**config.mk**
```make
export PLATFORM = sky130hd
export DESIGN_NAME = deemph_iir
export DESIGN_NICKNAME = d
export VERILOG_FILES = /design/src/logic/fm_audio_pkg.sv /design/src/logic/deemph_iir.sv
export SDC_FILE = /design/constraint.sdc
export NUM_CORES = 1
export LEC_CHECK = 0
export ABC_AREA = 1
export BUFFER_PORTS_ARGS = -buffer_cell sky130_fd_sc_hd__buf_2
export CORE_UTILIZATION = 52
export DETAILED_ROUTE_END_ITERATION = 16
export PLACE_DENSITY = 0.73
export REMOVE_ABC_BUFFERS = 1
export SETUP_SLACK_MARGIN = 0.4
export SLEW_MARGIN = 0
export SYNTH_ARGS = -nofsm -noshare
export SYNTH_HDL_FRONTEND = slang
export SYNTH_SLANG_ARGS = --single-unit
export TNS_END_PERCENT = 10
```
**constraint.sdc**
```tcl
create_clock -name clock -period 18.4 [get_ports clock]
set_clock_uncertainty 0.05 [all_clocks]
set_input_delay 0 -clock clock [delete_from_list [all_inputs] [get_ports clock]]
set_output_delay 0 -clock clock [all_outputs]
set_load 0.005 [all_outputs]
```
**src/logic/fm_audio_pkg.sv**
```systemverilog
package fm_audio_pkg;

    // Audio sample format
    localparam int SAMPLE_W = 32;

    typedef logic signed [SAMPLE_W-1:0] sample_t;

    // Fixed-point scaling
    localparam int QUANT_BITS = 10;

    // Gain output is brought up to 14 fractional bits
    localparam int GAIN_SHIFT = 14 - QUANT_BITS;

    // De-emphasis coefficients in QUANT_BITS fixed point
    localparam sample_t DEEMPH_X0 = 32'sd178;
    localparam sample_t DEEMPH_X1 = 32'sd178;

    // Feedback term, already negated for the sum
    localparam sample_t DEEMPH_Y1 = -32'sd666;

    // Drop the fractional bits of a full-width product
    function automatic sample_t dequantize(input logic signed [2*SAMPLE_W-1:0] value);
        logic signed [2*SAMPLE_W-1:0] shifted;
        shifted = value >>> QUANT_BITS;
        return sample_t'(shifted);
    endfunction

endpackage

```
**src/logic/deemph_iir.sv**
```systemverilog
`timescale 1ns/10ps

module deemph_iir
    import fm_audio_pkg::*;
(
    input  logic    clock,
    input  logic    i_arst_n,

    // Input FIFO head
    input  sample_t i_x_data,
    input  logic    i_x_empty,
    output logic    o_x_rd_en,

    // Output FIFO write side
    input  logic    i_y_full,
    output logic    o_y_wr_en,
    output sample_t o_y_data
);

    logic                         fire;
    sample_t                      x_prev;
    sample_t                      y_prev;
    logic signed [2*SAMPLE_W-1:0] x_ext;
    logic signed [2*SAMPLE_W-1:0] x_prev_ext;
    logic signed [2*SAMPLE_W-1:0] y_prev_ext;
    logic signed [2*SAMPLE_W-1:0] ff_sum;
    logic signed [2*SAMPLE_W-1:0] fb_prod;

    assign fire = !i_x_empty && !i_y_full;

    assign o_x_rd_en = fire;
    assign o_y_wr_en = fire;

    // Widen before multiplying so the products keep all bits
    assign x_ext      = (2*SAMPLE_W)'(i_x_data);
    assign x_prev_ext = (2*SAMPLE_W)'(x_prev);
    assign y_prev_ext = (2*SAMPLE_W)'(y_prev);

    assign ff_sum  = DEEMPH_X0 * x_ext + DEEMPH_X1 * x_prev_ext;
    assign fb_prod = DEEMPH_Y1 * y_prev_ext;

    // Feed-forward and feedback are rounded separately
    assign o_y_data = dequantize(ff_sum) + dequantize(fb_prod);

    // Filter history advances only on a sample
    always_ff @(posedge clock or negedge i_arst_n) begin
        if (!i_arst_n) begin
            x_prev <= '0;
            y_prev <= '0;
        end else if (fire) begin
            x_prev <= i_x_data;
            y_prev <= o_y_data;
        end
    end

    a_no_write_full: assert property (@(posedge clock) disable iff (!i_arst_n)
        o_y_wr_en |-> !i_y_full)
        else $error("deemph_iir wrote into a full FIFO");

endmodule

```
== Word level (Yosys, flattened, before mapping) ==
Cells that the tools add are included.

* Register bits: 64

* Add/sub/neg operators: 2
* $mul: 3
* Reduce and logical (&&, ||, !) cells: 3

{| class="wikitable"
|+ Operators by type and width
! operator !! number
|-
| $mul A8 B32 Y40 const A || 2
|-
| $add A41 B41 Y42 || 1
|-
| $mul A10 B32 Y41 const A || 1
|-
| $add A32 B32 Y32 || 1
|-
| $logic_not A1 Y1 || 2
|-
| $logic_and A1 B1 Y1 || 1
|}

== Longest topological paths before layout ==
* Depth in word-level cells: 3
* Mapped depth: 43

== Worst setup path after synthesis ==
Ideal clock, no wire load.

* Kind: register to register
* From: register x_prev[3]
* To: register y_prev[30]
* Path slack: 12.284 ns
* Buffers on the path: 0
* Library setup time: 0.127 ns
* Stages on the path, launching flop included: 36
* Arrival time: 5.939 ns
* Data required time: 18.223 ns
* Cells stage by stage: dfrtp_1 > ha_1 > ha_1 > inv_1 > fa_1 > fa_1 > inv_1 > ha_1 > a21oi_1 > nand2_1 > a21oi_1 > o21ai_2 > a21oi_1 > o21ai_1 > nand2_1 > nand2_1 > xor2_1 > ha_1 > a21oi_1 > o21ai_0 > a21oi_1 > nor2_1 > nor3_1 > nand3_1 > nand2_1 > nand2_1 > xor2_1 > ha_1 > inv_1 > nor3_1 > inv_1 > o221a_2 > nand2_1 > nand2_1 > nand3_1 > o21ai_0

* Cells in the longest elaborated chain, start to end: 3

{| class="wikitable"
|+ Ends and longest elaborated chain
! item !! RTL line !! RTL
|-
| start: declaration || deemph_iir.sv:21 || <nowiki>sample_t x_prev;</nowiki>
|-
| start signal: assignment || deemph_iir.sv:51 || <nowiki>x_prev <= i_x_data;</nowiki>
|-
| $mul A8 B32 Y40 || deemph_iir.sv:39 || <nowiki>assign ff_sum = DEEMPH_X0 * x_ext + DEEMPH_X1 * x_prev_ext;</nowiki>
|-
| $add A41 B41 Y42 || deemph_iir.sv:39 ||
|-
| $add A32 B32 Y32 || deemph_iir.sv:43 || <nowiki>assign o_y_data = dequantize(ff_sum) + dequantize(fb_prod);</nowiki>
|-
| end signal: assignment || deemph_iir.sv:52 || <nowiki>y_prev <= o_y_data;</nowiki>
|-
| end: declaration || deemph_iir.sv:22 || <nowiki>sample_t y_prev;</nowiki>
|}

No other way between the ends.
A chain may end at the register's enable or synchronous reset.

== Worst setup path after layout ==
* From: register x_prev[4]
* To: output o_y_data[27]

* Cells in the longest elaborated chain, start to end: 3

{| class="wikitable"
|+ Ends and longest elaborated chain
! item !! RTL line !! RTL
|-
| $mul A8 B32 Y40 || deemph_iir.sv:39 ||
|-
| $add A41 B41 Y42 || deemph_iir.sv:39 ||
|-
| $add A32 B32 Y32 || deemph_iir.sv:43 ||
|-
| end: declaration || deemph_iir.sv:17 || <nowiki>output sample_t o_y_data</nowiki>
|}

No other way between the ends.

==> impl_results.rst <==
.. list-table::
   :header-rows: 1

   * - Metric
     - Value
   * - Outcome
     - finished, final reports clean
   * - Most frequently used flop master after synthesis
     - sky130_fd_sc_hd__dfrtp_1
   * - Post-DP HPWL
     - 57900 um
   * - Post-detailed-route wirelength per cell
     - 17.9 um
   * - Total of endpoints with negative setup slack in the final report
     - 0
   * - Number of antenna violations at the first check in global routing
     - 0
   * - Highest net fanout along the worst path
     - 5
   * - Diode count
     - 0
   * - F_max
     - 130 MHz
   * - Final WL
     - 66000 um
   * - Total of warnings raised by yosys
     - 0
   * - Max-cap violation count
     - 0
   * - EDFF count, synth
     - 0
   * - Post-layout instance count excluding filler cells
     - 3690
   * - First-pass GRT wire length
     - 107000 um
   * - Number of levels the H-tree was split into
     - 3
   * - Highest-count cells in the layout ignoring fill and taps
     - 646 x sky130_fd_sc_hd__inv_1, 559 x sky130_fd_sc_hd__nand2_1, 506 x sky130_fd_sc_hd__ha_1, 244 x sky130_fd_sc_hd__fa_1, 207 x sky130_fd_sc_hd__nor2_1
   * - Required time of the worst setup path
     - 18.35 ns
   * - Critical path arrival
     - 7.66 ns
   * - Number of cell rows
     - 76
   * - Clock tree from TritonCTS
     - built
   * - CTS sink count
     - 64
   * - Most common library cell in the layout ignoring fill and taps
     - sky130_fd_sc_hd__inv_1
   * - Buffers from clock root to sink, at most
     - 2
   * - Number of global-route vias before repair
     - 20800
   * - Cell area after synthesis
     - 23100 um^2
   * - Ys async rst share
     - 100%
   * - Post_cts resized
     - 0
   * - Final min period
     - 7.71 ns
   * - Vias per inst
     - 5.44
   * - WS Path Type
     - reg2out
   * - Launching element type of the critical path
     - flip-flop
   * - DRT Pass-1 Iters
     - 6
   * - Remaining global-route overflow
     - 0
   * - Unrepaired setup endpoints after global routing
     - false
   * - Remaining design rule violation count
     - 0
   * - Flop-to-flop setup slack
     - 10.96 ns
   * - Area after detailed placement
     - 24100 um^2
   * - Type of the most critical hold path
     - in2reg
   * - Fraction of final layout cells with drive strength greater than 1
     - 4.77%
   * - Post-route clock period utilization
     - 41.9%
   * - Antenna Nets Post-Route
     - 0
   * - Final Hold Vio Count
     - 0
   * - Synthesized area per cell
     - 7.69 um^2
   * - Slew HR
     - 30.5%
   * - Final standard cell area without fillers
     - 24700 um^2
   * - Highest cell delay on the worst timing path
     - 0.49 ns
   * - Die Outline Area
     - 45200 um^2
   * - Width of the chip
     - 213 um
   * - Insertion delay of the later-clocked pin in the worst-skew pair
     - 0.39 ns
   * - Critical-path cell with the highest stage delay
     - sky130_fd_sc_hd__fa_1
   * - CORE AREA
     - 43500 um^2
   * - Starting Density
     - 53.1%
   * - DR iter-0 viols
     - 1176
   * - Aggregate global-route resource usage
     - 30.6%
   * - Relative area change from synthesis to final layout
     - 6.97%
   * - Final-layout setup total negative slack
     - 0 ns
   * - Final count of pins violating max slew
     - 0
   * - Seq cells post-synth
     - 64
   * - Postcts setup bufs
     - 0
   * - Largest net degree at the start of global routing
     - 93
   * - Vias
     - 20100
   * - CP Capture Type
     - output pin
   * - CTS buffer count
     - 9
   * - Most used cell along the critical path
     - sky130_fd_sc_hd__nand2_1
   * - Worst Setup Slack, final
     - 10.69 ns
   * - Setup slack at placement
     - 11.13 ns
   * - Input/output buffers
     - 69
   * - Slew @ Worst Pin
     - 1.04 ns
   * - Sequential-to-total area share from yosys stat
     - 6.94%
   * - Fill cell total of the finished layout
     - 4080
   * - Netlist cell types
     - 55
   * - DP Cell Count
     - 3644
   * - Clk root buf
     - sky130_fd_sc_hd__clkbuf_16
   * - Final net count
     - 3889
   * - Last weighted congestion value of the routability-driven placer
     - 1.01
   * - Gate Count Post-Synth
     - 3004
   * - Clock transition at the registers of the reported paths
     - 0.06 ns
   * - Count of boundary I/O pins
     - 70
   * - Vertical die dimension
     - 213 um
## timing repair
item,CTS,global route
hold endpoints to repair,96,0
endpoints found under the setup margin,0,0
hold buffers,33,0
## cells by family after synthesis
group	after synthesis	share of synthesized area (%)
DFF	64	6.94
AOI/OAI and AO/OA	444	11.3
and+or+nand+nor	933	16.7
adders and majority gates	750	48.6
buffers and inverters	667	10.9
xor gates and xnor gates	146	5.57
## worst paths after layout
kind / from / endpoint / cells past startpoint
worst max-delay path: x_prev[4]$_DFFE_PN0P_ / o_y_data[27] / 39
max in group asynchronous: i_arst_n / y_prev[4]$_DFFE_PN0P_ / 3
worst max register to register: x_prev[4]$_DFFE_PN0P_ / y_prev[19]$_DFFE_PN0P_ / 32
min in group asynchronous: i_arst_n / x_prev[1]$_DFFE_PN0P_ / 3
worst min register to register: x_prev[2]$_DFFE_PN0P_ / x_prev[2]$_DFFE_PN0P_ / 2
worst min-delay path: i_x_empty / x_prev[28]$_DFFE_PN0P_ / 5
## routing by layer
layer  vias to the layer above  track usage, %  wire length [um]
met5                         -               0                 0
met4                         0            7.27              1300
met3                        78            3.52              2850
met2                       481            52.7             31600
met1                      9706            40.8             30300
li1                       9803               -                 -
## area by class of cell
cell class	instances	area [um^2]	share of cell area, %
multi-input cells	2273	19000	76.8
clock inverters	1	5.00	0.0203
clock buffers	12	256	1.04
well taps	585	732	2.96
repair buffers	104	691	2.80
flip-flops and latches	64	1600	6.48
inverters	651	2440	9.89
## cell usage after synthesis (9+ instances only)
| cell | n | area share [%] |
|---|---|---|
| sky130_fd_sc_hd__inv_1 | 647 | 11 |
| sky130_fd_sc_hd__nand2_1 | 559 | 9.1 |
| sky130_fd_sc_hd__ha_1 | 506 | 27 |
| sky130_fd_sc_hd__fa_1 | 244 | 21 |
| sky130_fd_sc_hd__nor2_1 | 208 | 3.4 |
| sky130_fd_sc_hd__a21oi_1 | 187 | 4.1 |
| sky130_fd_sc_hd__o21ai_0 | 100 | 2.2 |
| sky130_fd_sc_hd__xor2_1 | 99 | 3.8 |
| sky130_fd_sc_hd__dfrtp_1 | 64 | 6.9 |
| sky130_fd_sc_hd__nand3_1 | 62 | 1.3 |
| sky130_fd_sc_hd__xnor2_1 | 46 | 1.7 |
| sky130_fd_sc_hd__a21o_1 | 30 | 0.98 |
| sky130_fd_sc_hd__nand4_1 | 26 | 0.70 |
| sky130_fd_sc_hd__a31oi_1 | 23 | 0.62 |
| sky130_fd_sc_hd__nor3_1 | 21 | 0.46 |
| sky130_fd_sc_hd__nand2_2 | 18 | 0.49 |
| sky130_fd_sc_hd__o21ai_1 | 17 | 0.37 |
| sky130_fd_sc_hd__o21bai_1 | 16 | 0.52 |
| sky130_fd_sc_hd__o21a_1 | 12 | 0.39 |
| sky130_fd_sc_hd__clkbuf_1 | 10 | 0.16 |
| sky130_fd_sc_hd__o21ai_2 | 10 | 0.38 |
| sky130_fd_sc_hd__a21boi_0 | 9 | 0.29 |
## worst max-delay path: cells and delay by family, from the launching register on
family | cells | cell delay [ns]
XOR/XNOR | 1 | 0.18
buffers and inverters | 8 | 0.62
AO/OA/AOI/OAI | 7 | 1.49
flip-flops | 1 | 0.47
AND/OR/NAND/NOR | 16 | 1.85
adder cells (fa/ha/maj) | 7 | 2.64
## metrics by stage
stage | util [%] | hold WS, ns
2_1_floorplan | - | -0.346
3_3_place_gp | 55.5 | 0.231
3_5_place_dp | 55.5 | 0.246
4_1_cts | 56.8 | 0.356
5_1_grt | 56.8 | 0.369
6_report | 56.8 | 0.322
## flip-flops by register name, summed over array words and instances, names as in the netlist
name / flops
x_prev: 32
y_prev: 32
Power is not shown: default switching activity piles up to over one toggle a cycle in this logic, so the estimate is an artifact.
