## config.mk

```make
export PLATFORM = sky130hd
export DESIGN_NAME = stereo_matrix
export DESIGN_NICKNAME = d
export VERILOG_FILES = /design/src/logic/fm_audio_pkg.sv /design/src/logic/stereo_matrix.sv
export SDC_FILE = /design/constraint.sdc
export NUM_CORES = 1
export LEC_CHECK = 0
export BUFFER_PORTS_ARGS = -buffer_cell sky130_fd_sc_hd__buf_2
export CORE_ASPECT_RATIO = 1.5
export CORE_MARGIN = 2
export CORE_UTILIZATION = 30
export DETAILED_ROUTE_END_ITERATION = 6
export GPL_TIMING_DRIVEN = 1
export PLACE_DENSITY = 0.58
export SLEW_MARGIN = 30
export SYNTH_ARGS = -nofsm -noshare
export SYNTH_HDL_FRONTEND = slang
export SYNTH_SLANG_ARGS = --single-unit
```

## constraint.sdc

```tcl
create_clock -name vclk -period 4.39
set_clock_uncertainty 0.2 [all_clocks]
set_input_delay 0.439 -clock vclk [all_inputs]
set_output_delay 0.439 -clock vclk [all_outputs]
set_load 0.01 [all_outputs]
```

## src/logic/fm_audio_pkg.sv

```systemverilog
package fm_audio_pkg;

    // Audio sample format
    localparam int SAMPLE_W = 32;

    typedef logic signed [SAMPLE_W-1:0] sample_t;

    // Fixed-point scaling
    localparam int QUANT_BITS = 10;

    // Gain output is brought up to 14 fractional bits
    localparam int GAIN_SHIFT = 14 - QUANT_BITS;

    // De-emphasis coefficients in QUANT_BITS fixed point
    localparam sample_t DEEMPH_X0 = 32'sd178;
    localparam sample_t DEEMPH_X1 = 32'sd178;

    // Feedback term, already negated for the sum
    localparam sample_t DEEMPH_Y1 = -32'sd666;

    // Drop the fractional bits of a full-width product
    function automatic sample_t dequantize(input logic signed [2*SAMPLE_W-1:0] value);
        logic signed [2*SAMPLE_W-1:0] shifted;
        shifted = value >>> QUANT_BITS;
        return sample_t'(shifted);
    endfunction

endpackage

```

## src/logic/stereo_matrix.sv

```systemverilog
`timescale 1ns/10ps

module stereo_matrix
    import fm_audio_pkg::*;
(
    input  logic    clock,
    input  logic    i_arst_n,

    // Sum channel in
    input  sample_t i_lpr_data,
    input  logic    i_lpr_empty,
    output logic    o_lpr_rd_en,

    // Difference channel in
    input  sample_t i_lmr_data,
    input  logic    i_lmr_empty,
    output logic    o_lmr_rd_en,

    // Left out
    input  logic    i_left_full,
    output logic    o_left_wr_en,
    output sample_t o_left_data,

    // Right out
    input  logic    i_right_full,
    output logic    o_right_wr_en,
    output sample_t o_right_data
);

    logic inputs_ready;
    logic outputs_ready;
    logic fire;

    assign inputs_ready  = !i_lpr_empty && !i_lmr_empty;
    assign outputs_ready = !i_left_full && !i_right_full;

    // Both inputs are consumed as one pair
    assign fire = inputs_ready && outputs_ready;

    assign o_lpr_rd_en   = fire;
    assign o_lmr_rd_en   = fire;
    assign o_left_wr_en  = fire;
    assign o_right_wr_en = fire;

    // (L+R) + (L-R) = 2L, (L+R) - (L-R) = 2R
    assign o_left_data  = i_lpr_data + i_lmr_data;
    assign o_right_data = i_lpr_data - i_lmr_data;

    // Pairs must never split, or left and right drift apart
    a_joint_pop: assert property (@(posedge clock) disable iff (!i_arst_n)
        o_lpr_rd_en == o_lmr_rd_en)
        else $error("stereo_matrix popped one input alone");

endmodule

```

======== Word level (Yosys, flattened, before mapping) ========
Cells that the tools add are included.
W data, S select, Z words.
storage, ports and cells
  flip-flop bits (word level) ............. 0
  input port bits ......................... 70
  output and inout port bits .............. 68
  logic and storage cells ................. 9
cells by class
  $add $sub $neg .......................... 2
  reductions and logical operators ........ 7
operators by type and width
  kind                 number
  $add A32 B32 Y32     1
  $sub A32 B32 Y32     1
  $logic_not A1 Y1     4
  $logic_and A1 B1 Y1  3

======== Depth between registers and ports, before layout ========
Gate-level depths: netlist (run 1).
  word-level depth ........................ 3
  mapped depth ............................ 11
  gate-level depth less buffers ........... 11

======== Worst setup path after synthesis (run 1) ========
No wires, ideal clock.
  path type ............................... input to output
  from .................................... in i_lpr_data[0]
  to ...................................... out o_right_data[28]
  arrival ................................. 2.539 ns
  data required time ...................... 3.751 ns
  slack ................................... 1.212 ns
  stages .................................. 11
  path buffers ............................ 0
  cells stage by stage .................... inv_1 > ha_1 > fa_1 > nor2b_1 > o21a_1 > o21ai_1 > a21o_1 > a2111oi_1 > a31oi_1 > o211a_1 > a21oi_1
on the way
  cells in the longest elaborated chain, start to end .. 1
ends and longest elaborated chain
  element             RTL line             source
  start: declaration  stereo_matrix.sv:10  input sample_t i_lpr_data,
  $sub A32 B32 Y32    stereo_matrix.sv:47  assign o_right_data = i_lpr_data - i_lmr_data;
  end: declaration    stereo_matrix.sv:27  output sample_t o_right_data
No other way between the ends.

======== Worst setup path in the final report (run 1) ========
  from .................................... in i_lpr_data[0]
  to ...................................... out o_left_data[28]
on the way
  cells in the longest elaborated chain, start to end .. 1
ends and longest elaborated chain
  element           RTL line             source
  $add A32 B32 Y32  stereo_matrix.sv:46  assign o_left_data = i_lpr_data + i_lmr_data;
  end: declaration  stereo_matrix.sv:22  output sample_t o_left_data,
No other way between the ends.

==> results of run 1 <==
[cells in the final DEF, fill, tap and decap left out, drive strengths merged, types with 6 or more instances in the layout]
| cell type | Yosys | layout |
|---|---|---|
| buf | 19 | 138 |
| inv | 68 | 68 |
| a21oi | 67 | 67 |
| ha | 62 | 62 |
| xnor2 | 45 | 45 |
| nor2 | 44 | 44 |
| o21ai | 31 | 31 |
| nand2 | 28 | 28 |
| o21bai | 20 | 20 |
| nor3 | 19 | 19 |
| a21o | 16 | 16 |
| a31oi | 9 | 9 |
| nor4 | 9 | 9 |
| nor2b | 9 | 9 |
| nand4 | 7 | 7 |
| o31ai | 7 | 7 |
| nand2b | 6 | 6 |
[worst min-delay path, stage by stage]
cell,delay [ps]
buf_2,80
nor4_1,50
buf_2,140
[layer usage]
layer  wire, µm  track usage, %  vias to the layer above
met5          0               0                        -
met1       4860            19.5                     2029
met4        571            7.29                        0
met2       6980            37.0                      177
li1           -               -                     2227
met3        690            1.11                       36
[worst min-delay path by stage]
stage                                to
after CTS                 o_right_wr_en
after global routing        o_lpr_rd_en
final                     o_right_wr_en
after detailed placement  o_right_wr_en
after global placement      o_lmr_rd_en
after floorplan            o_left_wr_en
[cells by family after synthesis]
logic type	synth area share, %
compound gates	34.9
xor+xnor	11.2
fa+ha+maj	21.4
buf+inv	11.3
mux	1.31
simple gates	19.8
[stage by stage]
step / total power (W) / util, % / instance area [µm²] / hold WS [ps]
floorplan: 0.000537 / - / 3810 / 747
global placement: 0.000803 / 36.4 / 4540 / 936
detailed placement: 0.000810 / 36.4 / 4540 / 947
CTS: 0.000814 / 36.4 / 4540 / 950
global route: 0.000897 / 36.4 / 4540 / 990
finish: 0.000811 / 36.4 / 4540 / 946
[power by group through the flow]
stage	sequential, W	combinational, W	clock [W]
2_1_floorplan	0	0.000537	0
3_3_place_gp	0	0.000803	0
3_5_place_dp	0	0.000810	0
4_1_cts	0	0.000814	0
5_1_grt	0	0.000897	0
6_report	0	0.000811	0
[cell type report]
| cell class | instances | area, µm² | share of cell area (%) |
|---|---|---|---|
| Tap cell | 156 | 195 | 4.30 |
| Timing Repair Buffer | 138 | 696 | 15.3 |
| Multi-Input combinational cell | 466 | 3380 | 74.6 |
| Inverter | 70 | 263 | 5.79 |
==> flow_summary_export.csv, run 1 <==
group,metric,value,unit
pwr,sequentialPowerShare,0,%
setup_path,crit_start,"i_lpr_data[0]",
global_route,grt-ovfl-total,0,
layout,area_delta_synth_final,18.9,%
timing,setup_slack,480,ps
layout,fin_cells,830,
pwr,power_frac_clock,0,%
setup_path,critPathKind,"in -> out",
global_route,grt_max_degree,17,
timing,setup_violations,0,
logic_synthesis,syn_nets,701,
floorplan,start_util,30.6,%
setup_path,slowest_stage,"fa_1",
logic_synthesis,synth_common_cells,"inv_1 (68), a21oi_1 (67), ha_1 (62)",
detailed_routing,drt_iter0_drc,165,
setup_path,path_depth,12,
logic_synthesis,synth_area,3810,µm²
global_route,antenna_found_initial,0,
setup_path,crit_buf_inv,2,
pwr,power_density,179,nW/µm²
logic_synthesis,netlist_instances,567,
timing,relSlewSlack,60.5,%
setup_path,critPathLaunchType,"primary input",
layout,register_area,0,µm²
layout,seq_cells,0,
layout,antenna-diode-count,0,
worst_hold_path,holdCritStartpoint,"i_left_full",
detailed_routing,routed_wl,13100,µm
timing,clock.fmax,0.256,GHz
setup_path,path_cells,"buf_2 -> ha_1 -> fa_1 -> nor2b_1 -> o21ai_1 -> a31oi_1 -> a211oi_2 -> o2111ai_1 -> a31oi_1 -> o221ai_1 -> xnor2_1 -> buf_2",
timing,grt_setup_unrepaired,"no",
logic_synthesis,synth_area_leaders,"ha_1 (20%), xnor2_1 (10%), a21oi_1 (8.8%)",
setup_path,crit_path_end,"o_left_data[28]",
place,pre_cts_slack,508,ps
job,max_cap_violations,0,
pwr,peakVddDrop,85.0,µV
clock_tree,cts_resized,0,
floorplan,die_x,96.1,µm
place,dpl.hpwl,11400,µm
detailed_routing,route.detailed.drc,0,
detailed_routing,drtPass1Iterations,6,
logic_synthesis,syn_avg_cell_area,6.73,µm²
clock_tree,cts_setup_buffers,0,
setup_path,end_kind,"primary output",
detailed_routing,wire_per_inst,15.8,µm
worst_hold_path,hp-class,"in -> out",
place,gp_congestion,0.936,
setup_path,critical-path-max-stage-delay,410,ps
logic_synthesis,ys_warn_count,0,
place,dp_cells,830,
timing,min_period_over_period,89.1,%
floorplan,die_area,13700,µm²
place,port_buffers,136,
global_route,grt_first_pass_wirelength,20900,µm
timing,tns,0,ps
logic_synthesis,ys_types,65,
logic_synthesis,yosysMostFrequentCell,"inv_1",
setup_path,crit_fanout,3,
clock_tree,cts_hold_buffers,0,
detailed_routing,antenna_left,0,
timing,final_hold_viol_count,0,
timing,min_period,3910,ps
worst_hold_path,hold-path-cell-count,3,
timing,tightest_slew,587,ps
floorplan,fp.dieH,142,µm
setup_path,crit_arrival,3270,ps
layout,fillCellCount,1371,
pwr,sw_frac_of_total,59.4,%
floorplan,rows,50,
floorplan,coreArea,12400,µm²
pwr,p_leak,2.22,nW
pwr,p_int,0.000329,W
logic_synthesis,synth_top_area_share,20.3,%
pwr,power.switching,0.000481,W
floorplan,ioPinCount,138,
timing,maxSlewViolCount,0,
pwr,p_comb_share,100.0,%
layout,nClkBuffers,0,
layout,drive_gt1_share,22.8,%
status,status,"completed",
global_route,grt_pass1_vias,4454,
logic_synthesis,synth_top_area_cell,"ha_1",
global_route,grt_use_total,18.7,%
detailed_routing,drt-vias-per-instance,5.38,
layout,fin_nets,810,
setup_path,crit_family,"compound AO/OA/AOI/OAI gates",
detailed_routing,dr_total_vias,4469,
logic_synthesis,ys_seq_area_share,0,%
setup_path,worst_ep_required_time,3750,ps
No activity file was read; power rests on OpenSTA's default activity.
==> inputs of run 2 (changes only) <==
Settings changed: PLACE_DENSITY 0.58 to not set.
==> flow_summary_export.csv, run 2 (synthesis gave the netlist of run 1 again) <==
group,metric,value,unit
status,status,"completed",
worst_hold_path,hp-class,"in -> out",
setup_path,crit_fanout,3,
layout,antenna-diode-count,0,
timing,relSlewSlack,59.1,%
timing,setup_violations,0,
timing,tns,0,ps
global_route,grt_pass1_vias,4268,
timing,setup_slack,450,ps
layout,area_delta_synth_final,18.9,%
setup_path,crit_arrival,3300,ps
global_route,use_met1,19.2,%
pwr,peakVddDrop,77.9,µV
layout,fillCellCount,1400,
setup_path,critPathKind,"in -> out",
floorplan,ioPinCount,138,
layout,drive_gt1_share,22.8,%
pwr,power_frac_clock,0,%
pwr,p_comb_share,100.0,%
pwr,sw_frac_of_total,59.1,%
detailed_routing,wire_per_inst,15.0,µm
layout,fin_nets,810,
layout,nClkBuffers,0,
detailed_routing,drt-vias-per-instance,5.32,
worst_hold_path,hold-path-cell-count,3,
pwr,power_density,177,nW/µm²
global_route,busiest_layer,"met2",
timing,hold_ws,942,ps
worst_hold_path,holdCritStartpoint,"i_left_full",
floorplan,die_area,13700,µm²
timing,maxSlewViolCount,0,
global_route,grt-ovfl-total,0,
global_route,antenna_found_initial,0,
global_route,grt_first_pass_wirelength,19700,µm
layout,seq_cells,0,
detailed_routing,route.detailed.drc,0,
place,pre_cts_slack,481,ps
layout,layout_commonest_cell,"buf_2",
pwr,power.switching,0.000475,W
layout,register_area,0,µm²
timing,clock.fmax,0.254,GHz
pwr,sequentialPowerShare,0,%
floorplan,rows,50,
detailed_routing,drt_iter0_drc,163,
timing,grt_setup_unrepaired,"no",
setup_path,end_kind,"primary output",
pwr,p_leak,2.22,nW
global_route,grtUsageMet3,1.01,%
timing,min_period_over_period,89.8,%
setup_path,worst_ep_required_time,3750,ps
pwr,p_int,0.000329,W
detailed_routing,dr_total_vias,4412,
clock_tree,cts_hold_buffers,0,
clock_tree,cts_setup_buffers,0,
detailed_routing,antenna_left,0,
timing,final_hold_viol_count,0,
place,dpl.hpwl,10800,µm
setup_path,critPathLaunchType,"primary input",
place,dp_cells,830,
floorplan,coreArea,12400,µm²
place,gp_congestion,0.974,
global_route,grt_max_degree,17,
global_route,use_met2,34.9,%
detailed_routing,drtPass1Iterations,4,
floorplan,start_util,30.6,%
floorplan,die_x,96.1,µm
global_route,grt_use_total,17.5,%
layout,fin_cells,830,
timing,min_period,3940,ps
layout,layout_common_cells,"buf_2 (136), inv_1 (68), a21oi_1 (67), ha_1 (62), xnor2_1 (45)",
place,port_buffers,136,
worst_hold_path,whs_endpoint,"o_lpr_rd_en",
timing,tightest_slew,608,ps
detailed_routing,routed_wl,12500,µm
job,max_cap_violations,0,
floorplan,fp.dieH,142,µm
clock_tree,cts_resized,0,
run 2: cell counts in the layout (fill, tap and decap cells not counted):
No cell type changed its count.
run 2: area by class of cell:
cell class         count  area, µm²  share of cell area [%]
multi-input cells    466       3380                    74.6
repair buffers       138        696                    15.3
inverters             70        263                    5.79
well taps            156        195                    4.30
run 2: worst max-delay path, cell delays in order:
cell       delay (ps)
buf_2             110
ha_1              210
fa_1              400
nor2b_1           160
o21ai_1           210
a31oi_1           200
a211oi_2          380
o2111ai_1         270
a31oi_1           390
o221ai_1          210
xnor2_1           180
buf_2             150
run 2: stage by stage:
step / utilization [%] / total power, W / cell area (µm²)
after CTS: 36.4 / 0.000806 / 4540
after global placement: 36.4 / 0.000801 / 4540
after global routing: 36.4 / 0.000892 / 4540
after floorplan: - / 0.000537 / 3810
after detailed placement: 36.4 / 0.000802 / 4540
final: 36.4 / 0.000804 / 4540
run 2: worst max path at each step:
stage                              from                to  slack, ps  cells past startpoint
final                     i_lpr_data[0]   o_left_data[28]        450                     12
after global placement    i_lpr_data[0]   o_left_data[28]        470                     12
after detailed placement  i_lpr_data[0]   o_left_data[28]        480                     12
after global routing      i_lpr_data[0]   o_left_data[28]        330                     12
after CTS                 i_lpr_data[0]   o_left_data[28]        460                     12
after floorplan           i_lpr_data[0]  o_right_data[28]       1210                     11
run 2: metal layers:
layer	up-vias	wire (µm)
met4	0	366
met5	-	0
met1	2009	4850
met3	23	680
li1	2235	-
met2	145	6590
run 2: power by group through the flow:
stage                     combinational [W]  clock (W)  sequential [W]
after global routing               0.000892          0               0
after detailed placement           0.000802          0               0
after floorplan                    0.000537          0               0
after global placement             0.000801          0               0
final                              0.000804          0               0
after CTS                          0.000806          0               0
==> inputs of run 3 (changes only) <==
Settings changed: MAX_ROUTING_LAYER set to met4, PLACE_DENSITY set to 0.56.
==> flow_summary_export.csv, run 3 (synthesis gave the netlist of run 1 again) <==
group,metric,value,unit
floorplan,die_x,96.1,µm
timing,tns,0,ps
worst_hold_path,hp-class,"in -> out",
detailed_routing,antenna_left,0,
status,status,"completed",
clock_tree,cts_hold_buffers,0,
worst_hold_path,holdCritStartpoint,"i_right_full",
pwr,totalPowerFinal,0.000811,W
clock_tree,cts_setup_buffers,0,
layout,antenna-diode-count,0,
timing,min_period,3910,ps
setup_path,critPathLaunchType,"primary input",
pwr,p_int,0.000330,W
pwr,power_density,179,nW/µm²
global_route,grt_use_total,19.2,%
timing,tightest_slew,577,ps
floorplan,coreArea,12400,µm²
detailed_routing,route.detailed.drc,0,
timing,clock.fmax,0.255,GHz
global_route,grt_pass1_vias,4437,
pwr,p_leak,2.22,nW
global_route,grt_first_pass_wirelength,21100,µm
place,port_buffers,136,
timing,setup_violations,0,
timing,relSlewSlack,60.6,%
pwr,power_frac_clock,0,%
setup_path,crit_start,"i_lpr_data[0]",
detailed_routing,drt-vias-per-instance,5.38,
layout,drive_gt1_share,22.8,%
detailed_routing,drtPass1Iterations,4,
global_route,grt-ovfl-total,0,
layout,area_delta_synth_final,18.9,%
floorplan,ioPinCount,138,
setup_path,crit_arrival,3280,ps
global_route,antenna_found_initial,0,
place,gp_congestion,0.911,
layout,register_area,0,µm²
global_route,grt_max_degree,17,
floorplan,die_area,13700,µm²
layout,layout_commonest_cell,"buf_2",
layout,nClkBuffers,0,
timing,maxSlewViolCount,0,
detailed_routing,wire_per_inst,15.8,µm
timing,min_period_over_period,89.2,%
timing,grt_setup_unrepaired,"no",
detailed_routing,routed_wl,13100,µm
detailed_routing,drt_iter0_drc,237,
pwr,peakVddDrop,76.5,µV
timing,final_hold_viol_count,0,
job,max_cap_violations,0,
place,dpl.hpwl,11300,µm
pwr,sequentialPowerShare,0,%
floorplan,start_util,30.6,%
clock_tree,cts_resized,0,
pwr,power.switching,0.000482,W
layout,fin_nets,810,
setup_path,crit_fanout,3,
floorplan,fp.dieH,142,µm
floorplan,rows,50,
pwr,sw_frac_of_total,59.4,%
worst_hold_path,whs_endpoint,"o_right_wr_en",
setup_path,critPathKind,"in -> out",
pwr,p_comb_share,100.0,%
setup_path,end_kind,"primary output",
setup_path,worst_ep_required_time,3750,ps
worst_hold_path,hold-path-cell-count,3,
layout,seq_cells,0,
layout,layout_common_cells,"buf_2 (136), inv_1 (68), a21oi_1 (67), ha_1 (62), xnor2_1 (45)",
detailed_routing,dr_total_vias,4466,
## run 3: through the flow
step           setup WS [ps]  utilization [%]  hold slack [ps]  cells  instance area [µm²]
2_1_floorplan           1210                -              747    567                 3810
3_3_place_gp             490             36.4              935    830                 4540
3_5_place_dp             496             36.4              947    830                 4540
4_1_cts                  468             36.4              947    830                 4540
5_1_grt                  291             36.4              981    830                 4540
6_report                 475             36.4              947    830                 4540
## run 3: power groups by stage
stage / Combinational [W] / Sequential, W / Clock [W]
finish: 0.000811 / 0 / 0
global route: 0.000898 / 0 / 0
CTS: 0.000814 / 0 / 0
detailed placement: 0.000809 / 0 / 0
global placement: 0.000802 / 0 / 0
floorplan: 0.000537 / 0 / 0
## run 3: cell type report
cell class                 count  area, µm²
inverter                      70        263
fill                        1391       7910
tap                          156        195
timing repair buffer         138        696
multi-input combinational    466       3380
## run 3: how the worst max path moves through the flow
| stage | to | slack (ps) | depth (start not counted) |
|---|---|---|---|
| after floorplan | o_right_data[28] | 1210 | 11 |
| after global placement | o_left_data[28] | 490 | 12 |
| after detailed placement | o_left_data[26] | 500 | 12 |
| after CTS | o_left_data[26] | 470 | 12 |
| after global routing | o_left_data[28] | 290 | 12 |
| final | o_left_data[26] | 480 | 12 |
## run 3: worst max-delay path, cell delays in order
cell       delay [ps]
buf_2             110
ha_1              210
fa_1              410
nor2b_1           160
o21ai_1           180
a31oi_1           210
a211oi_2          370
nor3b_2           400
a2bb2oi_2         320
o21ai_1           150
xnor2_1           160
buf_2             150
## run 3: metal layers
layer,global-route usage (%),up-vias,wire (µm)
met5,-,-,0
met4,3.83,0,310
met3,0.636,22,609
met2,37.4,155,7140
met1,21.1,2061,5070
li1,-,2228,-
