==> config.mk <==
export PLATFORM = sky130hd
export DESIGN_NAME = sample_fifo
export DESIGN_NICKNAME = d
export VERILOG_FILES = /design/src/logic/fm_audio_pkg.sv /design/src/logic/sample_fifo.sv
export SDC_FILE = /design/constraint.sdc
export NUM_CORES = 1
export LEC_CHECK = 0
export BUFFER_PORTS_ARGS = -buffer_cell sky130_fd_sc_hd__buf_2
export CORE_MARGIN = 3
export CORE_UTILIZATION = 61
export DETAILED_ROUTE_END_ITERATION = 10
export PLACE_DENSITY = 0.87
export SLEW_MARGIN = 20
export SYNTH_ARGS = -nofsm -noshare
export SYNTH_HDL_FRONTEND = slang
export SYNTH_SLANG_ARGS = --single-unit
==> constraint.sdc <==
create_clock -name clock -period 5 [get_ports clock]
set_input_delay 1 -clock clock [delete_from_list [all_inputs] [get_ports clock]]
set_output_delay 1 -clock clock [all_outputs]
set_load 0.03 [all_outputs]
==> src/logic/fm_audio_pkg.sv <==
package fm_audio_pkg;

    // Audio sample format
    localparam int SAMPLE_W = 32;

    typedef logic signed [SAMPLE_W-1:0] sample_t;

    // Fixed-point scaling
    localparam int QUANT_BITS = 10;

    // Gain output is brought up to 14 fractional bits
    localparam int GAIN_SHIFT = 14 - QUANT_BITS;

    // De-emphasis coefficients in QUANT_BITS fixed point
    localparam sample_t DEEMPH_X0 = 32'sd178;
    localparam sample_t DEEMPH_X1 = 32'sd178;

    // Feedback term, already negated for the sum
    localparam sample_t DEEMPH_Y1 = -32'sd666;

    // Drop the fractional bits of a full-width product
    function automatic sample_t dequantize(input logic signed [2*SAMPLE_W-1:0] value);
        logic signed [2*SAMPLE_W-1:0] shifted;
        shifted = value >>> QUANT_BITS;
        return sample_t'(shifted);
    endfunction

endpackage

==> src/logic/sample_fifo.sv <==
`timescale 1ns/10ps

module sample_fifo
    import fm_audio_pkg::*;
#(
    parameter int FIFO_DEPTH = 16
) (
    input  logic    clock,
    input  logic    i_arst_n,
    input  logic    i_wr_en,
    input  sample_t i_wr_data,
    output logic    o_full,
    input  logic    i_rd_en,
    output sample_t o_rd_data,
    output logic    o_empty
);

    localparam int PTR_W = (FIFO_DEPTH > 1) ? $clog2(FIFO_DEPTH) : 1;
    localparam int CNT_W = $clog2(FIFO_DEPTH + 1);

    sample_t          mem [FIFO_DEPTH];
    logic [PTR_W-1:0] wr_ptr;
    logic [PTR_W-1:0] rd_ptr;
    logic [CNT_W-1:0] count;
    logic             wr_ok;
    logic             rd_ok;

    // Wrap explicitly so the depth need not be a power of two
    function automatic logic [PTR_W-1:0] next_ptr(input logic [PTR_W-1:0] ptr);
        logic [PTR_W-1:0] nxt;
        nxt = (ptr == PTR_W'(FIFO_DEPTH - 1)) ? '0 : ptr + 1'b1;
        return nxt;
    endfunction

    assign wr_ok = i_wr_en && !o_full;
    assign rd_ok = i_rd_en && !o_empty;

    always_ff @(posedge clock) begin
        if (wr_ok) begin
            mem[wr_ptr] <= i_wr_data;
        end
    end

    always_ff @(posedge clock or negedge i_arst_n) begin
        if (!i_arst_n) begin
            wr_ptr <= '0;
            rd_ptr <= '0;
            count  <= '0;
        end else begin
            if (wr_ok) begin
                wr_ptr <= next_ptr(wr_ptr);
            end
            if (rd_ok) begin
                rd_ptr <= next_ptr(rd_ptr);
            end
            case ({wr_ok, rd_ok})
                2'b10:   count <= count + 1'b1;
                2'b01:   count <= count - 1'b1;
                default: count <= count;
            endcase
        end
    end

    // Head word is visible without read latency
    assign o_rd_data = mem[rd_ptr];
    assign o_full    = (count == CNT_W'(FIFO_DEPTH));
    assign o_empty   = (count == '0);

    a_no_overflow: assert property (@(posedge clock) disable iff (!i_arst_n)
        i_wr_en |-> !o_full) else $error("sample_fifo write while full");

    a_no_underflow: assert property (@(posedge clock) disable iff (!i_arst_n)
        i_rd_en |-> !o_empty) else $error("sample_fifo read while empty");

endmodule

Word-level counts from Yosys, hierarchy flattened:

Memory sizes are Yosys's and may differ from the RTL's.
Cells that the tools add are included.

* register bits: 13
* RAM bits: 512
* output and inout bits: 34
* memories: 1

Memory list
* mem: depth 16, width 32, rd ports 1, clocked after Yosys merged registers in 0, write ports 1, RTL line sample_fifo.sv:21 `sample_t mem [FIFO_DEPTH];`

* $add $sub $neg: 4
* equal/unequal tests: 5
* mux-type cells: 5
* reductions and logical operators: 6

Operators with widths (count)
* $pmux 5 s2: 1
* $add 4x1->4 const B: 2
* $eq 4x4->1 const B: 2
* $mux 4: 2
* $add 5x1->5 const B: 1
* $eq 5x5->1 const B: 1
* $logic_not 5->1: 1
* $sub 5x1->5 const B: 1
* $eq 2x1->1 const B: 1
* $eq 2x2->1 const B: 1
* $logic_and 1x1->1: 2
* $logic_not 1->1: 2
* $mux 1: 2
* $reduce_bool 2->1: 1

Longest topological paths before layout:

Gate-level depths: netlist of the first run.

* word-level depth: 5
* depth in mapped cells: 10

Worst setup path before layout of the first run:

OpenSTA, ideal clock, no wires.

* path kind: input to register
* start point: input port i_wr_en
* end point: memory mem[0][0] (netlist bit) (enable)
* data arrival time: 3.719 ns
* required time: 4.539 ns
* slack: 0.820 ns
* cell stages on the path: 4
* buffers on the path: 1
* path through: a21boi_0 buf_2 nand2_1 nor3_1

* cells in the longest elaborated chain, start to end: 3

Ends and longest elaborated chain
* start: declaration: RTL line sample_fifo.sv:10 `input logic i_wr_en,`
* $logic_and 1x1->1: RTL line sample_fifo.sv:35 `assign wr_ok = i_wr_en && !o_full;`
* $mux 1: RTL line sample_fifo.sv:39 `if (wr_ok) begin`
* $mux 1 (not written as such): RTL line sample_fifo.sv:40 `mem[wr_ptr] <= i_wr_data;`
* end: declaration: RTL line sample_fifo.sv:21

No other way between the ends.

Worst setup path in the final report of the first run:

* start point: register rd_ptr[0]
* end point: output port o_rd_data[20]

* cells in the longest elaborated chain, start to end: 1

Ends and longest elaborated chain
* start: declaration: RTL line sample_fifo.sv:23 `logic [PTR_W-1:0] rd_ptr;`
* start signal: assignment: RTL line sample_fifo.sv:54 `rd_ptr <= next_ptr(rd_ptr);`
* $mem_v2 16x32
* end: declaration: RTL line sample_fifo.sv:14 `output sample_t o_rd_data,`

No other way between the ends.

==> run_results.csv, run 1 <==
group,metric,value,unit
critical_path,worstSetupEndpointType,"output port",
synth,yosysSeqAreaShare,78.57,%
clock_network,cts_root_buffer,"clkbuf_16",
cells_and_area,drive_gt1_share,31.13,%
critical_path,critPathLaunchType,"flop",
clock_network,cts_setup_buffers,0,
cells_and_area,syn2layout_area_growth,12.39,%
timing,rsz0062_at_grt,"no",
cells_and_area,final_cell_mix,"edfxtp_1, mux4_2, buf_2",
critical_path,cp_num_buf_inv,1,
synth,synth.avg_cell_area,22.45,um^2
cells_and_area,fin_area,22460,um^2
clock_network,tritoncts,"built",
floorplanning,coreArea,31880,um^2
timing,setup_viol_count_final,0,
clock_network,path_clk_slew,0.06,ns
cells_and_area,final_common_cell,"edfxtp_1",
synth,synth-seq-cells,525,
critical_path,crit_family,"simple AND/OR/NAND/NOR gates",
detailed_routing,drt_iter0_markers,1337,
clock_network,cts_sinks,525,
clock_network,cts_buffer_depth,3,
floorplanning,die-area,34970,um^2
floorplanning,io_pins,70,
detailed_routing,vias,9835,
global_routing,track_usage,25.73,%
synth,syn-num-nets,936,
floorplanning,rows,65,
timing,relSlewSlack,25.88,%
synth,netlist_top_cells_area,"edfxtp_1, mux4_2, o22ai_1",
global_routing,grt_pass1_wl,66.60,mm
job,drv_cap,0,
critical_path,cp_max_fo,40,
timing,slew_viol_final,0,
power,peakVddDrop,439.1,uV
detailed_routing,ant_nets,0,
timing,finalHoldViolCount,0,
global_routing,antenna_found_initial,1,
critical_path,cp_slowest_stage_delay,1.00,ns
clock_network,cts-hold-fix-buffers,0,
clock_network,htreeDepth,2,
synth,syn_area,19980,um^2
worst_hold_path,hp-class,"primary input to async pin",
synth,yosys.area.top_type_share,76.94,%
synth,ys_types,36,
global_routing,grt-ovfl-total,0,
placed_design,placed_cell_area,20950,um^2
placed_design,port_buffers,69,
clock_network,ctsResizeCount,0,
detailed_routing,viasPerCell,6.718,
timing,tightest_slew,1.112,ns
floorplanning,die_y,187.0,um
synth,synth_top_area_cell,"edfxtp_1",
clock_network,numCtsBuffers,50,
critical_path,worstSetupPathType,"flop to output port",
critical_path,cp_cell_sequence,"nand2b_2 > o22ai_1 > nor2_1 > buf_2",
placed_design,routabilityCongestion,0.7607,
synth,yosys_warnings,0,
critical_path,slowest_stage,"nand2b_2",
global_routing,grt_max_degree,54,
detailed_routing,wirelength,43.91,mm
timing,period_share,83.17,%
timing,tns,0,ns
timing,finClkSkew,0.02785,ns
critical_path,cp.required,4.00,ns
placed_design,place_hpwl,23.84,mm
cells_and_area,nNetsFinal,1037,
timing,max_freq,0.2405,GHz
detailed_routing,drc,0,
floorplanning,die_w,187.0,um
outcome,outcome,"complete, no violations",
global_routing,grt_pass1_vias,10360,
power,p_per_area,579.0,nW/um^2
clock_network,clkLatencyLatePin,0.56,ns
synth,syn_inst,890,
timing,period_minus_slack,4.159,ns
detailed_routing,drtPass1Iterations,5,
power,cellLeakagePower,0.007147,uW
detailed_routing,wl_per_cell,29.99,um
floorplanning,initial_core_util,62.68,%
critical_path,cp_data_arrival_time,3.16,ns
## cells in the mapped netlist (all sizes together)
| cell | instances |
|---|---|
| nor3b | 1 |
| nor2 | 45 |
| nor4 | 2 |
| ha | 9 |
| nand2b | 5 |
| clkbuf | 16 |
| nand3 | 3 |
| dfrtp | 13 |
| a311oi | 1 |
| mux4 | 128 |
| a21oi | 2 |
| and2 | 1 |
| o22ai | 64 |
| edfxtp | 512 |
| xnor2 | 5 |
| a21boi | 1 |
| or2 | 1 |
| fa | 1 |
| nand2 | 16 |
| o31ai | 1 |
| nor3 | 6 |
| or3 | 1 |
| or4 | 1 |
| nand4b | 1 |
| inv | 6 |
| buf | 33 |
| a22o | 1 |
| mux2 | 1 |
| o21ai | 8 |
| o311ai | 1 |
| a21o | 4 |
## final cells by class
class                           count  area (um^2)
Clock inverter                     23        176.4
Sequential cell                   525        15710
Multi-Input combinational cell    310         4083
Inverter                            6        22.52
Fill cell                        1800         9422
Tap cell                          435        544.3
Antenna cell                        1        2.502
Timing Repair Buffer               98        588.1
Clock buffer                       66         1331
## cells by family after synthesis
kind of cell | synth area share [%]
DFF | 78.57
and+or+nand+nor | 1.822
buffers and inverters | 1.578
xor gates and xnor gates | 0.2191
AOI/OAI and AO/OA | 2.667
adders and majority gates | 0.6637
muxes | 14.48
## per-layer routing
layer / up-vias / GRT usage [%] / wire, um
li1: 3953 / - / -
met1: 5064 / 35.01 / 15200
met2: 686 / 41.82 / 22270
met3: 130 / 4.666 / 4680
met4: 2 / 11.46 / 1741
met5: - / 0 / 17
## power by group
group / internal [uW] / switching (uW)
combinational: 1540 / 2350
clock: 1980 / 1530
sequential: 5280 / 324
total: 8800 / 4200
## metrics by stage
| stage | worst slack [ns] | util (%) | instances | hold WS, ns | total power [uW] |
|---|---|---|---|---|---|
| floorplan | 0.8205 | - | 890 | 0.5008 | 8403 |
| global placement | 1.597 | 65.71 | 1374 | 0.5235 | 9396 |
| detailed placement | 1.450 | 65.71 | 1374 | 0.5489 | 9531 |
| CTS | 0.8713 | 70.44 | 1463 | 0.3622 | 13060 |
| global route | 0.7381 | 70.44 | 1463 | 0.3779 | 13480 |
| finish | 0.8415 | 70.45 | 1464 | 0.3655 | 13000 |
## sequential cells by signal, indices dropped and copies added (netlist names)
name    count
wr_ptr      4
mem       512
rd_ptr      4
count       5
## final timing paths
check                      slack, ns      start             to  depth (start not counted)
max                             0.84  rd_ptr[0]  o_rd_data[20]                          4
min                             0.37   i_arst_n      rd_ptr[0]                          1
max reg2reg                     2.06   count[0]     mem[3][24]                          6
min reg2reg                     0.56   count[2]       count[2]                          2
max in group asynchronous       4.34   i_arst_n      rd_ptr[1]                          1
min in group clock              0.56   count[2]       count[2]                          2
Power figures use the tool's default switching activity.
==> run 2: changes to the inputs <==
--- a/config.mk
+++ b/config.mk
@@ -7,9 +7,9 @@
 export LEC_CHECK = 0
 export BUFFER_PORTS_ARGS = -buffer_cell sky130_fd_sc_hd__buf_2
 export CORE_MARGIN = 3
-export CORE_UTILIZATION = 61
+export CORE_UTILIZATION = 55
 export DETAILED_ROUTE_END_ITERATION = 10
-export PLACE_DENSITY = 0.87
+export PLACE_DENSITY = 0.83
 export SLEW_MARGIN = 20
 export SYNTH_ARGS = -nofsm -noshare
 export SYNTH_HDL_FRONTEND = slang
==> constraint.sdc (replaced) <==
create_clock -name clock -period 3.7 [get_ports clock]
set_input_delay 0.74 -clock clock [delete_from_list [all_inputs] [get_ports clock]]
set_output_delay 0.74 -clock clock [all_outputs]
set_load 0.03 [all_outputs]
==> run 2 against run 1 <==
Against the previous run: hold slack got worse by 0.29 ns; flip-flop and latch count unchanged; die area grew 11%; count of clock-buffer cells in the layout rose by 6; critical path depth is 1 higher; first-iteration DRC count decreased by 19%; register-to-register slack got worse by 1.4 ns; non-clock buffer count increased by 13; sequential share of layout area decreased by 1.1 points; setup slack worse by 0.63 ns; cell count increased by 2.8%; critical endpoint is now o_rd_data[0]; largest cell class unchanged; largest power group unchanged.
==> run_results.csv, run 2 (synthesis gave the netlist of run 1 again) <==
group,metric,value,unit
cells_and_area,drive_gt1_share,31.93,%
power,cellLeakagePower,0.007263,uW
detailed_routing,wl_met1,16.11,mm
cells_and_area,final_cells,1505,
detailed_routing,wirelength,43.41,mm
critical_path,crit_family,"flip-flops",
detailed_routing,viasPerCell,6.411,
floorplanning,die_y,196.6,um
detailed_routing,drc,0,
clock_network,htreeDepth,2,
placed_design,port_buffers,69,
cells_and_area,nNetsFinal,1050,
cells_and_area,largest_register,"mem",
timing,period_share,94.23,%
power,p_per_area,780.1,nW/um^2
worst_hold_path,hp-class,"primary input to async pin",
power,p_switching,5697,uW
timing,slew_viol_final,0,
floorplanning,initial_core_util,56.04,%
placed_design,placed_cell_area,21250,um^2
global_routing,grt_pass1_wl,65.16,mm
cells_and_area,fin_area,22800,um^2
detailed_routing,dr.max_layer_used,"met4",
detailed_routing,dr_wl_met2,22.03,mm
detailed_routing,met3_length,3.616,mm
timing,max_freq,0.2868,GHz
critical_path,cp_cell_sequence,"buf_12 > mux4_2 > o22ai_1 > nor2_1 > buf_2",
power,switching_share,32.03,%
timing,finClkSkew,0.02029,ns
detailed_routing,drtPass1Iterations,5,
placed_design,routabilityCongestion,0.7783,
clock_network,ctsResizeCount,0,
critical_path,worstSetupEndpointType,"output port",
floorplanning,die_w,196.6,um
critical_path,slowest_stage,"dfrtp_4",
global_routing,antenna_found_initial,1,
floorplanning,coreArea,35660,um^2
critical_path,cp_data_arrival_time,2.75,ns
timing,setup_slack,0.2133,ns
detailed_routing,wl_per_cell,28.84,um
cells_and_area,final_cell_mix,"edfxtp_1, mux4_2, buf_2",
detailed_routing,drt_iter0_markers,1082,
timing,tightest_slew,0.7807,ns
power,fin_total_pwr,17790,uW
floorplanning,rows,69,
clock_network,numCtsBuffers,50,
clock_network,path_clk_slew,0.06,ns
outcome,outcome,"complete, no violations",
global_routing,grt_pass1_vias,10280,
critical_path,cp_max_fo,41,
power,peakVddDrop,446.9,uV
timing,setup_viol_count_final,0,
critical_path,worstSetupPathType,"flop to output port",
clock_network,clkLatencyLatePin,0.57,ns
placed_design,dpl_worst_slack,0.6412,ns
critical_path,cp_num_buf_inv,2,
cells_and_area,n_fill_cell,2227,
global_routing,grt-ovfl-total,0,
timing,rsz0062_at_grt,"no",
timing,relSlewSlack,47.95,%
placed_design,dp_cells,1413,
job,drv_cap,0,
detailed_routing,vias,9648,
floorplanning,die-area,38660,um^2
power,p_seq_share,42.4,%
cells_and_area,syn2layout_area_growth,14.11,%
clock_network,tritoncts,"built",
clock_network,cts_buffer_depth,3,
cells_and_area,final_common_cell,"edfxtp_1",
timing,finalHoldViolCount,0,
timing,tns,0,ns
critical_path,cp.required,2.96,ns
timing,period_minus_slack,3.487,ns
critical_path,cp_slowest_stage_delay,0.65,ns
clock_network,cts_root_buffer,"clkbuf_16",
power,p_clk_share,27.2,%
placed_design,place_hpwl,24.09,mm
floorplanning,io_pins,70,
cells_and_area,largest_reg_flops,512,
clock_network,cts_setup_buffers,0,
global_routing,grt_max_degree,42,
cells_and_area,register_area,15710,um^2
global_routing,track_usage,22.91,%
cells_and_area,multi_input_area,4108,um^2
cells_and_area,reg_top3,"mem: 512 flops, count: 5 flops",
critical_path,critPathLaunchType,"flop",
power,p_int,12090,uW
power,pwr-share-comb,30.4,%
detailed_routing,ant_nets,0,
clock_network,cts-hold-fix-buffers,0,
clock_network,cts_sinks,525,
==> run 2: cell type report <==
class	instances	share of cell area, %
multi-input cells	310	18.01
clock inverters	19	0.7078
inverters	6	0.09877
flip-flops and latches	525	68.90
diodes	1	0.01097
repair buffers	111	3.665
well taps	461	2.529
clock buffers	72	6.074
==> run 2: path summary, 6_finish.rpt <==
path / start / endpoint / slack [ns] / depth (start not counted)
min in group clock: i_rd_en / rd_ptr[3] / 0.51 / 3
worst min-delay path: i_arst_n / count[1] / 0.07 / 1
worst min register to register: count[2] / count[2] / 0.56 / 2
worst max register to register: count[1] / count[4] / 0.65 / 8
max in group asynchronous: i_arst_n / rd_ptr[1] / 3.32 / 1
worst max-delay path: rd_ptr[0] / o_rd_data[0] / 0.21 / 5
==> run 2: metal layers <==
metal / vias up / track usage (%)
met5: - / 0
met4: 0 / 9.002
met3: 124 / 4.222
met2: 526 / 38.11
met1: 5008 / 30.79
li1: 3990 / -
==> run 2: power groups by stage <==
| stage | registers (uW) | logic, uW | clock network, uW |
|---|---|---|---|
| after floorplan | 7370 | 3990 | 0 |
| after global placement | 7610 | 5310 | 0 |
| after detailed placement | 7650 | 5400 | 0 |
| after CTS | 7550 | 5470 | 4910 |
| after global routing | 7600 | 5740 | 5130 |
| final | 7550 | 5410 | 4840 |
==> run 2: stage by stage <==
stage	util (%)	hold WS, ns
floorplan	-	0.4444
CTS	63.95	0.05656
global placement	59.61	0.5255
finish	63.95	0.07272
detailed placement	59.61	0.5444
global route	63.95	0.06764
==> run 3: changes to the inputs <==
--- a/config.mk
+++ b/config.mk
@@ -6,11 +6,12 @@
 export NUM_CORES = 1
 export LEC_CHECK = 0
 export BUFFER_PORTS_ARGS = -buffer_cell sky130_fd_sc_hd__buf_2
+export CAP_MARGIN = 15
 export CORE_MARGIN = 3
-export CORE_UTILIZATION = 55
+export CORE_UTILIZATION = 45
 export DETAILED_ROUTE_END_ITERATION = 10
-export PLACE_DENSITY = 0.83
-export SLEW_MARGIN = 20
+export PLACE_DENSITY = 0.71
+export SLEW_MARGIN = 40
 export SYNTH_ARGS = -nofsm -noshare
 export SYNTH_HDL_FRONTEND = slang
 export SYNTH_SLANG_ARGS = --single-unit
==> run 3 against run 2 <==
Against the previous run: count of clock-buffer cells in the layout decreased by 10; global-route usage decreased by 4.5 points; flip-flop and latch count unchanged; clock skew decreased by 0.0072 ns; sequential share of layout area decreased by 0.41 points; design area increased by 0.60%; critical path depth unchanged; combinational power about the same; critical path type unchanged; critical endpoint is now o_rd_data[7].
==> run_results.csv, run 3 (synthesis gave the netlist of run 1 again) <==
group,metric,value,unit
placed_design,dp_cells,1533,
detailed_routing,drc,0,
critical_path,cp_max_fo,21,
job,drv_cap,0,
worst_hold_path,hp-class,"primary input to async pin",
placed_design,placed_cell_area,21390,um^2
timing,max_freq,0.2866,GHz
detailed_routing,wirelength,42.73,mm
critical_path,cp_num_buf_inv,2,
cells_and_area,final_cells,1630,
cells_and_area,largest_register,"mem",
floorplanning,initial_core_util,45.98,%
global_routing,track_usage,18.46,%
cells_and_area,register_area,15710,um^2
clock_network,cts_sinks,525,
clock_network,cts_root_buffer,"clkbuf_16",
floorplanning,die-area,46970,um^2
power,p_per_area,772.3,nW/um^2
detailed_routing,ant_nets,0,
critical_path,worstSetupEndpointType,"output port",
cells_and_area,final_common_cell,"edfxtp_1",
timing,relSlewSlack,55.75,%
global_routing,antenna_found_initial,2,
global_routing,grt_pass1_wl,64.00,mm
timing,setup_viol_count_final,0,
clock_network,cts_buffer_depth,3,
detailed_routing,met3_length,2.436,mm
timing,period_share,94.30,%
floorplanning,io_pins,70,
clock_network,tritoncts,"built",
critical_path,cp_cell_sequence,"nand2b_2 > buf_4 > o22ai_1 > nor2_1 > buf_2",
global_routing,grt_pass1_vias,9855,
placed_design,routabilityCongestion,0.7125,
clock_network,path_clk_slew,0.06,ns
timing,tns,0,ns
cells_and_area,n_fill_cell,3290,
critical_path,cp_data_arrival_time,2.75,ns
detailed_routing,dr_wl_met2,20.95,mm
detailed_routing,viasPerCell,5.811,
critical_path,cp.required,2.96,ns
cells_and_area,final_cell_mix,"edfxtp_1, mux4_2, buf_2",
critical_path,setup.worst_path.start,"rd_ptr[0]",
timing,finalHoldViolCount,0,
detailed_routing,drt_iter0_markers,1073,
critical_path,timing.rr.start,"count[1]",
detailed_routing,wl_met1,18.46,mm
floorplanning,die_w,216.7,um
clock_network,clkLatencyLatePin,0.58,ns
critical_path,cp_slowest_stage_delay,0.70,ns
power,cellLeakagePower,0.007239,uW
timing,finClkSkew,0.01310,ns
timing,period_minus_slack,3.489,ns
critical_path,worstSetupPathType,"flop to output port",
detailed_routing,vias,9472,
cells_and_area,largest_reg_flops,512,
critical_path,critPathLaunchType,"flop",
detailed_routing,wl_per_cell,26.21,um
cells_and_area,multi_input_area,4110,um^2
global_routing,grt_max_degree,55,
cells_and_area,reg_top3,"mem: 512 flops, count: 5 flops",
cells_and_area,fin_area,22940,um^2
clock_network,numCtsBuffers,52,
outcome,outcome,"complete, no violations",
critical_path,slowest_stage,"dfrtp_4",
detailed_routing,drtPass1Iterations,5,
detailed_routing,dr.max_layer_used,"met4",
cells_and_area,drive_gt1_share,31.99,%
floorplanning,coreArea,43460,um^2
placed_design,place_hpwl,23.63,mm
placed_design,port_buffers,69,
critical_path,crit_family,"simple AND/OR/NAND/NOR gates",
power,peakVddDrop,536.5,uV
cells_and_area,syn2layout_area_growth,14.80,%
clock_network,cts_setup_buffers,0,
timing,tightest_slew,0.6615,ns
global_routing,grt-ovfl-total,0,
floorplanning,rows,76,
clock_network,htreeDepth,2,
timing,slew_viol_final,0,
floorplanning,die_y,216.7,um
timing,rsz0062_at_grt,"no",
cells_and_area,nNetsFinal,1048,
==> run 3: cell types whose count changed in the layout (fill, tap and decap cells not counted), sizes merged <==
cell	previous run	this run
clkbuf	72	62
bufinv	2	0
clkinv	14	29
clkinvlp	1	4
buf	111	107
inv	8	7
==> run 3: through the flow <==
stage               util, %  setup WS [ns]  power [uW]  hold slack (ns)
floorplan                 -         0.6375       11360           0.4444
global placement      49.23         0.7487       13060           0.5332
detailed placement    49.23         0.7355       13120           0.5451
CTS                   52.78        0.09477       17910          0.03364
global route          52.79        0.06420       18490          0.05364
finish                52.79         0.2110       17720          0.04896
==> run 3: report_power, final <==
part           leakage [uW]  switching [uW]  internal (uW)  total (uW)
logic               0.00171            3230           2200        5430
registers           0.00478             357           7130        7490
clock network      0.000752            2170           2620        4800
total               0.00724            5760          12000       17700
==> run 3: path summary, 6_finish.rpt <==
check / depth (start not counted) / endpoint / slack, ns
max in group asynchronous: 1 / rd_ptr[0] / 3.38
worst min-delay path: 1 / count[1] / 0.05
min in group clock: 3 / rd_ptr[3] / 0.48
worst max-delay path: 5 / o_rd_data[7] / 0.21
worst max register to register: 8 / count[4] / 0.77
worst min register to register: 2 / count[2] / 0.56
==> run 3: repair_timing <==
| action | 4_1_cts | 5_1_grt |
|---|---|---|
| endpoints found under the setup margin | 0 | 1 |
| gates resized for setup | 0 | 1 |
| hold endpoints to repair | 0 | 0 |
| hold buffers | 0 | 0 |
==> run 3: layout make-up <==
cell class	count	area share, %
Antenna cell	1	0.01091
Clock buffer	62	5.929
Clock inverter	34	0.7854
Inverter	6	0.09817
Multi-Input combinational cell	310	17.92
Sequential cell	525	68.49
Tap cell	585	3.191
Timing Repair Buffer	107	3.583
==> run 3: per-layer routing <==
metal  global-route usage (%)  up-vias
met3                    3.142       56
met5                        0        -
met1                    26.24     5105
li1                         -     3985
met4                    5.450        0
met2                    29.88      326
